==> src/common/display_pkg.sv <==
`default_nettype none

package display_pkg;

    // widths of the displayed number and of one decimal digit
    localparam int VALUE_BITS = 8;
    localparam int BCD_BITS = 4;
    // the converter produces hundreds, tens and ones, thousands stays zero
    localparam int CONVERT_DIGITS = 3;
    localparam int NUM_VALUES = 4;

    typedef logic [VALUE_BITS-1:0] value_t;
    typedef logic [$clog2(NUM_VALUES)-1:0] value_index_t;
    typedef logic [BCD_BITS-1:0] bcd_digit_t;
    // one enable per digit, leftmost digit in bit 3
    typedef logic [3:0] anode_t;
    // bit 0 is segment a, a one lights the segment
    typedef logic [6:0] segment_t;

    typedef struct packed {
        bcd_digit_t thousands;
        bcd_digit_t hundreds;
        bcd_digit_t tens;
        bcd_digit_t ones;
    } bcd_digits_t;

    // cathode patterns for the digits 0 to 9
    localparam segment_t SEGMENT_TABLE [0:9] = '{
        7'b0111111, 7'b0000110, 7'b1011011, 7'b1001111, 7'b1100110,
        7'b1101101, 7'b1111101, 7'b0100111, 7'b1111111, 7'b1101111
    };

    // one second per value and about 2.6 ms per digit at 100 MHz
    localparam int unsigned DWELL_CYCLES_DEFAULT = 100_000_000;
    localparam int unsigned REFRESH_CYCLES_DEFAULT = 262_144;

endpackage

`default_nettype wire

==> src/common/bus_pkg.sv <==
`default_nettype none

package bus_pkg;

    typedef logic [2:0] bus_addr_t;
    typedef logic [7:0] bus_data_t;

    // master to slave, held stable until ack
    typedef struct packed {
        logic      cyc;
        logic      stb;
        logic      we;
        bus_addr_t adr;
        bus_data_t dat_w;
    } wb_request_t;

    // slave to master, dat_r valid while ack is high on a read
    typedef struct packed {
        logic      ack;
        bus_data_t dat_r;
    } wb_response_t;

    // register map, addresses 6 and 7 are unused
    localparam bus_addr_t ADDR_VALUE0 = 3'd0;
    localparam bus_addr_t ADDR_VALUE1 = 3'd1;
    localparam bus_addr_t ADDR_VALUE2 = 3'd2;
    localparam bus_addr_t ADDR_VALUE3 = 3'd3;
    localparam bus_addr_t ADDR_CONTROL = 3'd4;
    localparam bus_addr_t ADDR_STATUS = 3'd5;

endpackage

`default_nettype wire

==> src/source/register_bank.sv <==
`timescale 1ns/100ps
`default_nettype none

module register_bank
    import bus_pkg::*;
    import display_pkg::*;
(
    input  wire clock_100Mhz,
    input  wire reset,
    input  wire wb_request_t wb_req,
    input  wire value_index_t index,
    input  wire done,
    output wb_response_t wb_rsp,
    output value_t [NUM_VALUES-1:0] values,
    output logic enable
);

    // a new transfer is seen while the previous ack is not pending
    logic request;
    bus_data_t read_data;

    assign request = wb_req.cyc && wb_req.stb && !wb_rsp.ack;

    // read multiplexer over values, control and status
    always_comb begin
        case (wb_req.adr)
            ADDR_VALUE0: read_data = bus_data_t'(values[0]);
            ADDR_VALUE1: read_data = bus_data_t'(values[1]);
            ADDR_VALUE2: read_data = bus_data_t'(values[2]);
            ADDR_VALUE3: read_data = bus_data_t'(values[3]);
            ADDR_CONTROL: read_data = bus_data_t'(enable);
            // index in bits 1..0, done in bit 2
            ADDR_STATUS: read_data = bus_data_t'({done, index});
            // unused addresses read as zero
            default: read_data = '0;
        endcase
    end

    // ack and write both land on the edge after the request is sampled,
    // so the register holds the new data during the ack cycle
    always_ff @(posedge clock_100Mhz or posedge reset) begin
        if (reset) begin
            wb_rsp.ack <= 1'b0;
            wb_rsp.dat_r <= '0;
            values <= '0;
            enable <= 1'b0;
        end else begin
            // single cycle ack, dropped again on the next edge
            wb_rsp.ack <= request;
            if (request && !wb_req.we) begin
                wb_rsp.dat_r <= read_data;
            end
            if (request && wb_req.we) begin
                case (wb_req.adr)
                    ADDR_VALUE0, ADDR_VALUE1, ADDR_VALUE2, ADDR_VALUE3: begin
                        values[value_index_t'(wb_req.adr)] <= value_t'(wb_req.dat_w);
                    end
                    ADDR_CONTROL: begin
                        enable <= wb_req.dat_w[0];
                    end
                    // status and unused addresses are acked and ignored
                    default: begin
                    end
                endcase
            end
        end
    end

endmodule

`default_nettype wire

==> src/sequencer/value_sequencer.sv <==
`timescale 1ns/100ps
`default_nettype none

module value_sequencer
    import display_pkg::*;
#(
    parameter int unsigned DWELL_CYCLES = DWELL_CYCLES_DEFAULT
) (
    input  wire clock_100Mhz,
    input  wire reset,
    input  wire enable,
    input  wire value_t [NUM_VALUES-1:0] values,
    output value_t selected_value,
    output value_index_t index,
    output logic done
);

    // counter just wide enough for 0 .. DWELL_CYCLES-1
    localparam int COUNT_BITS = (DWELL_CYCLES > 1) ? $clog2(DWELL_CYCLES) : 1;
    localparam logic [COUNT_BITS-1:0] COUNT_LAST = COUNT_BITS'(DWELL_CYCLES - 1);

    logic [COUNT_BITS-1:0] dwell_count;
    logic dwell_wrap;

    assign dwell_wrap = (dwell_count == COUNT_LAST);

    // counter and index only move while enabled, otherwise both hold
    always_ff @(posedge clock_100Mhz or posedge reset) begin
        if (reset) begin
            dwell_count <= '0;
            index <= '0;
        end else if (enable) begin
            if (dwell_wrap) begin
                dwell_count <= '0;
                // two bit index wraps from 3 back to 0
                index <= index + 1'b1;
            end else begin
                dwell_count <= dwell_count + 1'b1;
            end
        end
    end

    // the value currently on show
    assign selected_value = values[index];

    // high for the whole dwell of the last value
    assign done = enable && (index == value_index_t'(NUM_VALUES - 1));

endmodule

`default_nettype wire

==> src/sequencer/bcd_converter.sv <==
`timescale 1ns/100ps
`default_nettype none

module bcd_converter
    import display_pkg::*;
(
    input  wire clock_100Mhz,
    input  wire reset,
    input  wire value_t selected_value,
    output bcd_digits_t digits
);

    // scratch holds the bcd digits above the binary input
    localparam int SCRATCH_BITS = BCD_BITS * CONVERT_DIGITS + VALUE_BITS;
    localparam int COUNT_BITS = $clog2(VALUE_BITS);
    localparam logic [COUNT_BITS-1:0] LAST_SHIFT = COUNT_BITS'(VALUE_BITS - 1);

    typedef enum logic {
        IDLE,
        SHIFT
    } state_t;

    state_t state;
    value_t last_value;
    logic [COUNT_BITS-1:0] shift_count;
    logic [SCRATCH_BITS-1:0] scratch;
    logic [SCRATCH_BITS-1:0] adjusted;
    logic [SCRATCH_BITS-1:0] step_result;

    // one double-dabble step: add 3 to each digit above 4, then shift left
    always_comb begin
        adjusted = scratch;
        for (int d = 0; d < CONVERT_DIGITS; d++) begin
            if (adjusted[VALUE_BITS + BCD_BITS*d +: BCD_BITS] > 4'd4) begin
                adjusted[VALUE_BITS + BCD_BITS*d +: BCD_BITS] =
                    adjusted[VALUE_BITS + BCD_BITS*d +: BCD_BITS] + 4'd3;
            end
        end
        step_result = {adjusted[SCRATCH_BITS-2:0], 1'b0};
    end

    // capture on a change seen in idle, then 8 shifts; digits update on the 9th edge
    always_ff @(posedge clock_100Mhz or posedge reset) begin
        if (reset) begin
            state <= IDLE;
            last_value <= '0;
            shift_count <= '0;
            digits <= '0;
        end else begin
            case (state)
                IDLE: begin
                    if (selected_value != last_value) begin
                        last_value <= selected_value;
                        shift_count <= '0;
                        state <= SHIFT;
                    end
                end
                SHIFT: begin
                    shift_count <= shift_count + 1'b1;
                    if (shift_count == LAST_SHIFT) begin
                        digits.thousands <= '0;
                        digits.hundreds <= step_result[VALUE_BITS + 2*BCD_BITS +: BCD_BITS];
                        digits.tens <= step_result[VALUE_BITS + BCD_BITS +: BCD_BITS];
                        digits.ones <= step_result[VALUE_BITS +: BCD_BITS];
                        state <= IDLE;
                    end
                end
                default: state <= IDLE;
            endcase
        end
    end

    // working register, loaded with the new value and shifted in place
    always_ff @(posedge clock_100Mhz) begin
        if (state == IDLE) begin
            scratch <= SCRATCH_BITS'(selected_value);
        end else begin
            scratch <= step_result;
        end
    end

endmodule

`default_nettype wire

==> src/scan/digit_scanner.sv <==
`timescale 1ns/100ps
`default_nettype none

module digit_scanner
    import display_pkg::*;
#(
    parameter int unsigned REFRESH_CYCLES = REFRESH_CYCLES_DEFAULT
) (
    input  wire clock_100Mhz,
    input  wire reset,
    input  wire bcd_digits_t digits,
    output anode_t anode,
    output segment_t segment
);

    // divider counts 0 .. REFRESH_CYCLES-1 per digit slot
    localparam int COUNT_BITS = (REFRESH_CYCLES > 1) ? $clog2(REFRESH_CYCLES) : 1;
    localparam logic [COUNT_BITS-1:0] COUNT_LAST = COUNT_BITS'(REFRESH_CYCLES - 1);

    logic [COUNT_BITS-1:0] refresh_count;
    // slot 0 is the leftmost digit
    logic [1:0] slot;
    bcd_digit_t slot_digit;

    always_ff @(posedge clock_100Mhz or posedge reset) begin
        if (reset) begin
            refresh_count <= '0;
            slot <= '0;
        end else if (refresh_count == COUNT_LAST) begin
            refresh_count <= '0;
            slot <= slot + 1'b1;
        end else begin
            refresh_count <= refresh_count + 1'b1;
        end
    end

    // digit shown in the current slot, thousands first
    always_comb begin
        case (slot)
            2'd0: slot_digit = digits.thousands;
            2'd1: slot_digit = digits.hundreds;
            2'd2: slot_digit = digits.tens;
            default: slot_digit = digits.ones;
        endcase
    end

    // both outputs registered, they follow the slot by one cycle
    always_ff @(posedge clock_100Mhz or posedge reset) begin
        if (reset) begin
            anode <= 4'b1000;
            segment <= SEGMENT_TABLE[0];
        end else begin
            // one-hot walk from the left
            anode <= anode_t'(4'b1000) >> slot;
            // codes above nine fall back to the zero pattern
            if (slot_digit > 4'd9) begin
                segment <= SEGMENT_TABLE[0];
            end else begin
                segment <= SEGMENT_TABLE[slot_digit];
            end
        end
    end

endmodule

`default_nettype wire

==> src/source/display_top.sv <==
`timescale 1ns/100ps
`default_nettype none

module display_top
    import bus_pkg::*;
    import display_pkg::*;
#(
    parameter int unsigned DWELL_CYCLES = DWELL_CYCLES_DEFAULT,
    parameter int unsigned REFRESH_CYCLES = REFRESH_CYCLES_DEFAULT
) (
    input  wire clock_100Mhz,
    input  wire reset,
    input  wire wb_request_t wb_req,
    output wb_response_t wb_rsp,
    output anode_t anode,
    output segment_t segment,
    output logic done
);

    // host registers to the sequencer
    value_t [NUM_VALUES-1:0] values;
    logic enable;
    // sequencer to converter, index back to status
    value_t selected_value;
    value_index_t index;
    // converter to scanner
    bcd_digits_t digits;

    register_bank u_register_bank (
        .clock_100Mhz(clock_100Mhz),
        .reset(reset),
        .wb_req(wb_req),
        .index(index),
        .done(done),
        .wb_rsp(wb_rsp),
        .values(values),
        .enable(enable)
    );

    value_sequencer #(
        .DWELL_CYCLES(DWELL_CYCLES)
    ) u_value_sequencer (
        .clock_100Mhz(clock_100Mhz),
        .reset(reset),
        .enable(enable),
        .values(values),
        .selected_value(selected_value),
        .index(index),
        .done(done)
    );

    bcd_converter u_bcd_converter (
        .clock_100Mhz(clock_100Mhz),
        .reset(reset),
        .selected_value(selected_value),
        .digits(digits)
    );

    digit_scanner #(
        .REFRESH_CYCLES(REFRESH_CYCLES)
    ) u_digit_scanner (
        .clock_100Mhz(clock_100Mhz),
        .reset(reset),
        .digits(digits),
        .anode(anode),
        .segment(segment)
    );

endmodule

`default_nettype wire

==> config.mk <==
export PLATFORM = sky130hd
export DESIGN_NAME = display_top
export DESIGN_NICKNAME = d
export VERILOG_FILES = /design/src/common/display_pkg.sv /design/src/common/bus_pkg.sv /design/src/source/register_bank.sv /design/src/sequencer/value_sequencer.sv /design/src/sequencer/bcd_converter.sv /design/src/scan/digit_scanner.sv /design/src/source/display_top.sv
export SDC_FILE = /design/constraint.sdc
export NUM_CORES = 1
export LEC_CHECK = 0
export BUFFER_PORTS_ARGS = -buffer_cell sky130_fd_sc_hd__buf_2
export CORE_MARGIN = 2
export CORE_UTILIZATION = 40
export DETAILED_ROUTE_END_ITERATION = 6
export GPL_ROUTABILITY_DRIVEN = 0
export PLACE_DENSITY = 0.59
export SLEW_MARGIN = 20
export SYNTH_ARGS = -nofsm -noshare
export SYNTH_HDL_FRONTEND = slang
export SYNTH_SLANG_ARGS = --single-unit
==> constraint.sdc <==
create_clock -name clock_100Mhz -period 4.2 [get_ports clock_100Mhz]
set_input_delay 0.84 -clock clock_100Mhz [delete_from_list [all_inputs] [get_ports clock_100Mhz]]
set_output_delay 0.84 -clock clock_100Mhz [all_outputs]
set_load 0.03 [all_outputs]
==> impl_metrics.py, run 1 <==
metrics = {
    "outcome": {
        "status": "finished, final reports clean",
    },
    "synthesis": {
        "yosys_most_used_dff": "dfrtp_1",
        "synth_edf_count": 0,
        "syn-num-nets": 603,
        "avgSynthCellArea_um2": 11.8,
        "yosysTopAreaCellShare_pct": 44.5,
        "ys_ff_latch": 146,
        "yosysSeqAreaShare_pct": 53.2,
        "synthesis.area_um2": 6690,
        "async_flop_share_pct": 86.3,
        "yosysWarnings": 0,
        "netlist_instances": 567,
        "synth_area_leaders": "dfrtp_1, mux2_2, dfxtp_1, mux4_2, xnor2_1",
        "synth_cell_types": 46,
        "synth_top_area_cell": "dfrtp_1",
    },
    "worst_setup_path": {
        "crit_fanout": 11,
        "cpPeakStageDelay_ns": 0.76,
        "reg2regPathDepth": 5,
        "crit_chain": "ha_1, and2_1, buf_2",
        "reg2reg_slack_ns": 1.57,
        "start_kind": "flip-flop",
        "required_ns": 3.36,
        "crit_family": "flip-flops",
        "critPathSlowestCell": "dfrtp_1",
        "r2r_start": "u_value_sequencer.index[0]$_DFFE_PP0P_",
        "crit_type": "reg2out",
        "cp.arrival_ns": 1.81,
        "critPathCaptureType": "primary output",
        "r2r_end": "u_bcd_converter.last_value[1]$_DFFE_PP0P_",
        "cp_num_buf_inv": 1,
    },
    "cts": {
        "insertion_delay_ns": 0.43,
        "clock_path_buffers": 2,
        "cts_setup_buffers": 0,
        "clk_pin_slew_ns": 0.06,
        "clock_sink_count": 146,
        "cts_tree": "done",
        "cts_buffers": 17,
        "cts_resized": 0,
        "cts_root_buf": "clkbuf_16",
        "htreeDepth": 4,
        "ctsHoldBuffers": 0,
    },
    "grt": {
        "track_usage_pct": 15.5,
        "grt_pass1_wl_mm": 21.9,
        "antenna_found_initial": 0,
        "grt_pass1_vias": 4450,
        "grt_start_max_net_pins": 73,
        "gr-total-overflow": 0,
    },
    "cells_and_area": {
        "fin_util_pct": 46.7,
        "layout.cells.non_filler": 843,
        "antenna_cells": 0,
        "final_cell_mix": "dfrtp_1, nand2_1, nor2_1",
        "final_common_cell": "dfrtp_1",
        "nets": 646,
        "layout-drive-gt1-share_pct": 23.8,
        "area_growth_pct": 15.0,
    },
    "route": {
        "firstDrtPassIters": 5,
        "routed_wl_mm": 12.7,
        "wl_per_cell_um": 15.1,
        "ant_nets": 0,
        "drt_iter0_drc": 206,
        "drc": 0,
        "via_count": 4326,
        "vias_per_cell": 5.13,
    },
    "power_and_ir_drop": {
        "pwr-share-comb_pct": 20.4,
        "cellPowerDensity_nw_per_um2": 550,
        "p_switching_uw": 1200,
        "seqPwrFrac_pct": 44.3,
        "clkPwrFrac_pct": 35.3,
        "internal-power_uw": 3030,
        "ir_worst_vdd_mv": 0.316,
        "power_leakage_uw": 0.00343,
        "switching_share_pct": 28.3,
    },
    "timing": {
        "drv_slew": 0,
        "fin_crit_ns": 2.65,
        "tns_ns": 0,
        "max_slew_margin_pct": 41.8,
        "min_period_over_period_pct": 63.1,
        "rsz0062_at_grt": "no",
        "fmax_mhz": 377,
        "skew_ns": 0.0120,
        "setup-violations-final": 0,
        "tightest_slew_ns": 0.873,
        "hold_viol": 0,
    },
    "floorplanning": {
        "design.core.area_um2": 16500,
        "start_util_pct": 40.6,
        "num_rows": 47,
        "fp.dieH_um": 133,
        "fp.dieArea_um2": 17800,
        "ioPinCount": 37,
        "die_w_um": 133,
    },
    "hold_path": {
        "hold_start": "u_bcd_converter.scratch[1]$_DFF_P_",
        "hold_class": "reg2reg",
        "whs_path_depth": 2,
        "hold_end": "u_bcd_converter.scratch[2]$_DFF_P_",
    },
    "place": {
        "place_inst": 811,
        "dp_hpwl_mm": 8.78,
        "portBuffers": 36,
    },
    "run": {
        "max_cap_viol_count": 0,
    },
}
==> registers in the layout, indices dropped and copies added, names as in the netlist, 7 cells and up <==
signal and flops:
u_digit_scanner.segment 7, u_bcd_converter.digits 12, u_register_bank.wb_rsp 9, u_bcd_converter.scratch 20, u_digit_scanner.refresh_count 18, u_value_sequencer.dwell_count 27, u_bcd_converter.last_value 8, u_register_bank.values 32
==> logic make-up after synthesis <==
group | Yosys count | synth area share [%]
AOI/OAI and AO/OA | 50 | 4.75
muxes | 73 | 15.1
buffers and inverters | 37 | 2.23
DFF | 146 | 53.2
xor gates and xnor gates | 53 | 6.94
adders and majority gates | 20 | 3.74
and+or+nand+nor | 188 | 14.0
==> synthesized netlist by cell type (2+ instances only) <==
cell type	count
xnor2_1	36
nor4_1	3
a21oi_1	7
and4_1	4
and3_1	6
and2_1	11
a221o_1	2
mux4_2	15
a31oi_1	3
mux2_2	44
inv_1	22
nor2b_1	4
nand3b_1	2
nor2_1	46
nor3_1	6
nand4_1	20
nand3_1	16
dfstp_2	7
nand2_1	53
or3_1	6
clkbuf_1	10
ha_1	20
a22o_1	7
o21ai_0	23
nand2b_1	4
buf_1	2
nor4b_1	3
dfrtp_1	119
mux2i_1	6
mux2_4	8
xor2_1	17
a22oi_1	2
dfxtp_1	20
==> worst register-to-register path, cell delays in order, from the launching register on <==
cell	delay, ns
dfrtp_1	0.76
mux4_2	0.67
xnor2_1	0.17
nand4_1	0.18
o21ai_4	0.40
mux2_4	0.34
==> worst max path at each step <==
| stage | from | endpoint | slack, ns | cells after the start |
|---|---|---|---|---|
| 3_3_place_gp | u_value_sequencer.index[0]$_DFFE_PP0P_ | u_bcd_converter.last_value[1]$_DFFE_PP0P_ | 1.55 | 5 |
| 3_5_place_dp | u_value_sequencer.index[0]$_DFFE_PP0P_ | u_bcd_converter.last_value[3]$_DFFE_PP0P_ | 1.56 | 5 |
| 6_report | u_value_sequencer.index[0]$_DFFE_PP0P_ | done | 1.55 | 3 |
| 4_1_cts | u_value_sequencer.index[0]$_DFFE_PP0P_ | done | 1.50 | 3 |
| 5_1_grt | u_value_sequencer.index[0]$_DFFE_PP0P_ | u_bcd_converter.last_value[5]$_DFFE_PP0P_ | 1.40 | 5 |
| 2_1_floorplan | reset | u_bcd_converter.digits[0]$_DFFE_PP0P_ | 0.02 | 1 |
==> power groups by stage <==
stage	clock network, µW	logic (µW)	registers (µW)
2_1_floorplan	0	704	1850
3_3_place_gp	0	833	1890
3_5_place_dp	0	875	1900
4_1_cts	1520	879	1870
5_1_grt	1590	978	1910
6_report	1490	864	1870
==> routing by layer <==
layer	vias to the layer above	GRT usage, %	wire length [µm]
li1	2073	-	-
met1	2165	20.6	6000
met2	74	24.9	6090
met3	14	4.11	459
met4	0	5.02	163
met5	-	0	0
==> per-stage QoR <==
step / setup WS (ns) / total power, µW / hold WS (ns) / instance area (µm²)
floorplan: 0.0156 / 2550 / 0.392 / 6690
global placement: 1.55 / 2720 / 0.407 / 7100
detailed placement: 1.56 / 2770 / 0.407 / 7100
CTS: 1.50 / 4270 / 0.419 / 7690
global route: 1.40 / 4480 / 0.441 / 7690
finish: 1.55 / 4230 / 0.417 / 7690
==> final cells by class <==
class	count	area, µm²
fillers	1487	8770
flip-flops and latches	146	3560
multi-input cells	384	2990
clock buffers	23	478
well taps	220	275
repair buffers	39	203
clock inverters	9	105
inverters	22	85.1
No activity file was read; power rests on OpenSTA's default activity.
==> run 2: changes to the inputs <==
Settings changed: PLACE_DENSITY 0.59 to 0.57.
Clock period 4.2 ns to 2.71 ns, I/O delays scaled along.
==> run 2 against run 1 <==
Against the previous run: utilization up 0.33 points; global-route usage up 0.14 points; first-iteration DRC count up 31%; combinational power up 56%; sequential power up 56%; routed wire length up 1.4%; final cell count up 0.95%; die area unchanged; hold slack worse by 0.17 ns; via count up 1.3%.
==> impl_metrics.py, run 2 (synthesis gave the netlist of run 1 again) <==
metrics = {
    "outcome": {
        "status": "finished, final reports clean",
    },
    "cells_and_area": {
        "final_common_cell": "dfrtp_1",
        "largest_register_ffs": 32,
        "largestRegisters": "u_register_bank.values (32), u_value_sequencer.dwell_count (27), u_bcd_converter.scratch (20)",
        "final_cell_mix": "dfrtp_1, nand2_1, nor2_1",
        "nets": 654,
        "fillerInstances": 1535,
        "final_area_um2": 7750,
        "fin_util_pct": 47.1,
        "layout-drive-gt1-share_pct": 24.9,
        "regArea_um2": 3560,
        "regMostFlops": "u_register_bank.values",
        "antenna_cells": 0,
        "multi_input_area_um2": 2980,
        "area_growth_pct": 15.8,
    },
    "route": {
        "routed_wl_mm": 12.9,
        "vias_per_cell": 5.15,
        "drc": 0,
        "drt_iter0_drc": 269,
        "firstDrtPassIters": 4,
        "via_count": 4383,
        "ant_nets": 0,
        "wl_per_cell_um": 15.1,
    },
    "cts": {
        "cts_tree": "done",
        "cts_setup_buffers": 0,
        "ctsHoldBuffers": 0,
        "cts_buffers": 17,
        "cts_resized": 0,
        "clock_sink_count": 146,
        "htreeDepth": 4,
        "clk_pin_slew_ns": 0.06,
        "insertion_delay_ns": 0.42,
        "cts_root_buf": "clkbuf_16",
        "clock_path_buffers": 2,
    },
    "timing": {
        "max_slew_margin_pct": 51.9,
        "fmax_mhz": 419,
        "hold_viol": 0,
        "fin_crit_ns": 2.39,
        "rsz0062_at_grt": "no",
        "setup_slack_ns": 0.322,
        "tightest_slew_ns": 0.714,
        "holdWs_ns": 0.251,
        "setup-violations-final": 0,
        "min_period_over_period_pct": 88.1,
        "drv_slew": 0,
        "skew_ns": 0.0107,
        "tns_ns": 0,
    },
    "place": {
        "dp_hpwl_mm": 8.91,
        "portBuffers": 36,
        "placed_area_um2": 7180,
        "post-place-ws_ns": 0.308,
    },
    "power_and_ir_drop": {
        "power_leakage_uw": 0.00347,
        "ir_worst_vdd_mv": 0.409,
        "cellPowerDensity_nw_per_um2": 839,
    },
    "floorplanning": {
        "fp.dieArea_um2": 17800,
        "start_util_pct": 40.6,
        "design.core.area_um2": 16500,
        "num_rows": 47,
        "ioPinCount": 37,
        "fp.dieH_um": 133,
        "die_w_um": 133,
    },
    "worst_setup_path": {
        "reg2reg_slack_ns": 0.32,
        "required_ns": 3.01,
        "cp.arrival_ns": 2.69,
        "reg2regPathDepth": 6,
        "start_kind": "flip-flop",
        "crit_fanout": 11,
        "r2r_start": "u_value_sequencer.index[0]$_DFFE_PP0P_",
        "critPathCaptureType": "flip-flop",
        "crit_type": "reg2reg",
        "r2r_end": "u_bcd_converter.last_value[3]$_DFFE_PP0P_",
    },
    "grt": {
        "track_usage_pct": 15.7,
        "grt_pass1_wl_mm": 22.1,
        "grt_pass1_vias": 4488,
        "antenna_found_initial": 0,
        "gr-total-overflow": 0,
        "grt_start_max_net_pins": 127,
    },
    "run": {
        "max_cap_viol_count": 0,
    },
    "hold_path": {
        "hold_class": "in2async",
    },
}
## run 2: worst max path at each step
stage	start	to	slack, ns	cells past startpoint
after CTS	u_value_sequencer.index[0]$_DFFE_PP0P_	u_bcd_converter.last_value[3]$_DFFE_PP0P_	0.30	6
after floorplan	u_value_sequencer.index[0]$_DFFE_PP0P_	u_bcd_converter.last_value[1]$_DFFE_PP0P_	0.55	6
after detailed placement	u_value_sequencer.index[0]$_DFFE_PP0P_	u_bcd_converter.last_value[3]$_DFFE_PP0P_	0.31	6
final	u_value_sequencer.index[0]$_DFFE_PP0P_	u_bcd_converter.last_value[3]$_DFFE_PP0P_	0.32	6
after global placement	u_value_sequencer.index[0]$_DFFE_PP0P_	u_bcd_converter.last_value[7]$_DFFE_PP0P_	0.41	6
after global routing	u_digit_scanner.slot[0]$_DFFE_PP0N_	u_digit_scanner.segment[6]$_DFF_PP0_	0.15	9
## run 2: layout make-up
type	count	share of cell area, %
sequential	146	46.0
multi-input combinational	384	38.4
clock buffer	18	5.67
timing repair buffer	47	3.55
tap	220	3.55
clock inverter	14	1.70
inverter	22	1.11
## run 2: power by group
group / switching, µW / total (µW) / leakage, µW / internal (µW)
Sequential: 299 / 2910 / 0.00181 / 2610
Combinational: 677 / 1350 / 0.00139 / 677
Clock: 943 / 2240 / 0.000271 / 1300
Total: 1920 / 6500 / 0.00347 / 4580
## run 2: layer usage
metal | part of all wire [%] | routed length, µm | vias up | GRT usage (%)
met3 | 2.9 | 378 | 17 | 3.08
li1 | - | - | 2096 | -
met1 | 46 | 5970 | 2199 | 20.2
met5 | 0 | 0 | - | 0
met4 | 1.7 | 224 | 0 | 7.15
met2 | 49 | 6320 | 71 | 25.7
## run 2: stage by stage
| step | power, µW | cells |
|---|---|---|
| final | 6500 | 851 |
| after global routing | 6890 | 851 |
| after CTS | 6590 | 851 |
| after detailed placement | 4320 | 819 |
| after global placement | 4230 | 819 |
| after floorplan | 3950 | 567 |
## run 2: critical path, stage by stage (launching register included)
cell,delay [ns]
dfrtp_1,0.33
buf_4,0.22
mux4_2,0.58
xnor2_1,0.18
nand4_1,0.21
o21ai_4,0.41
mux2_4,0.34
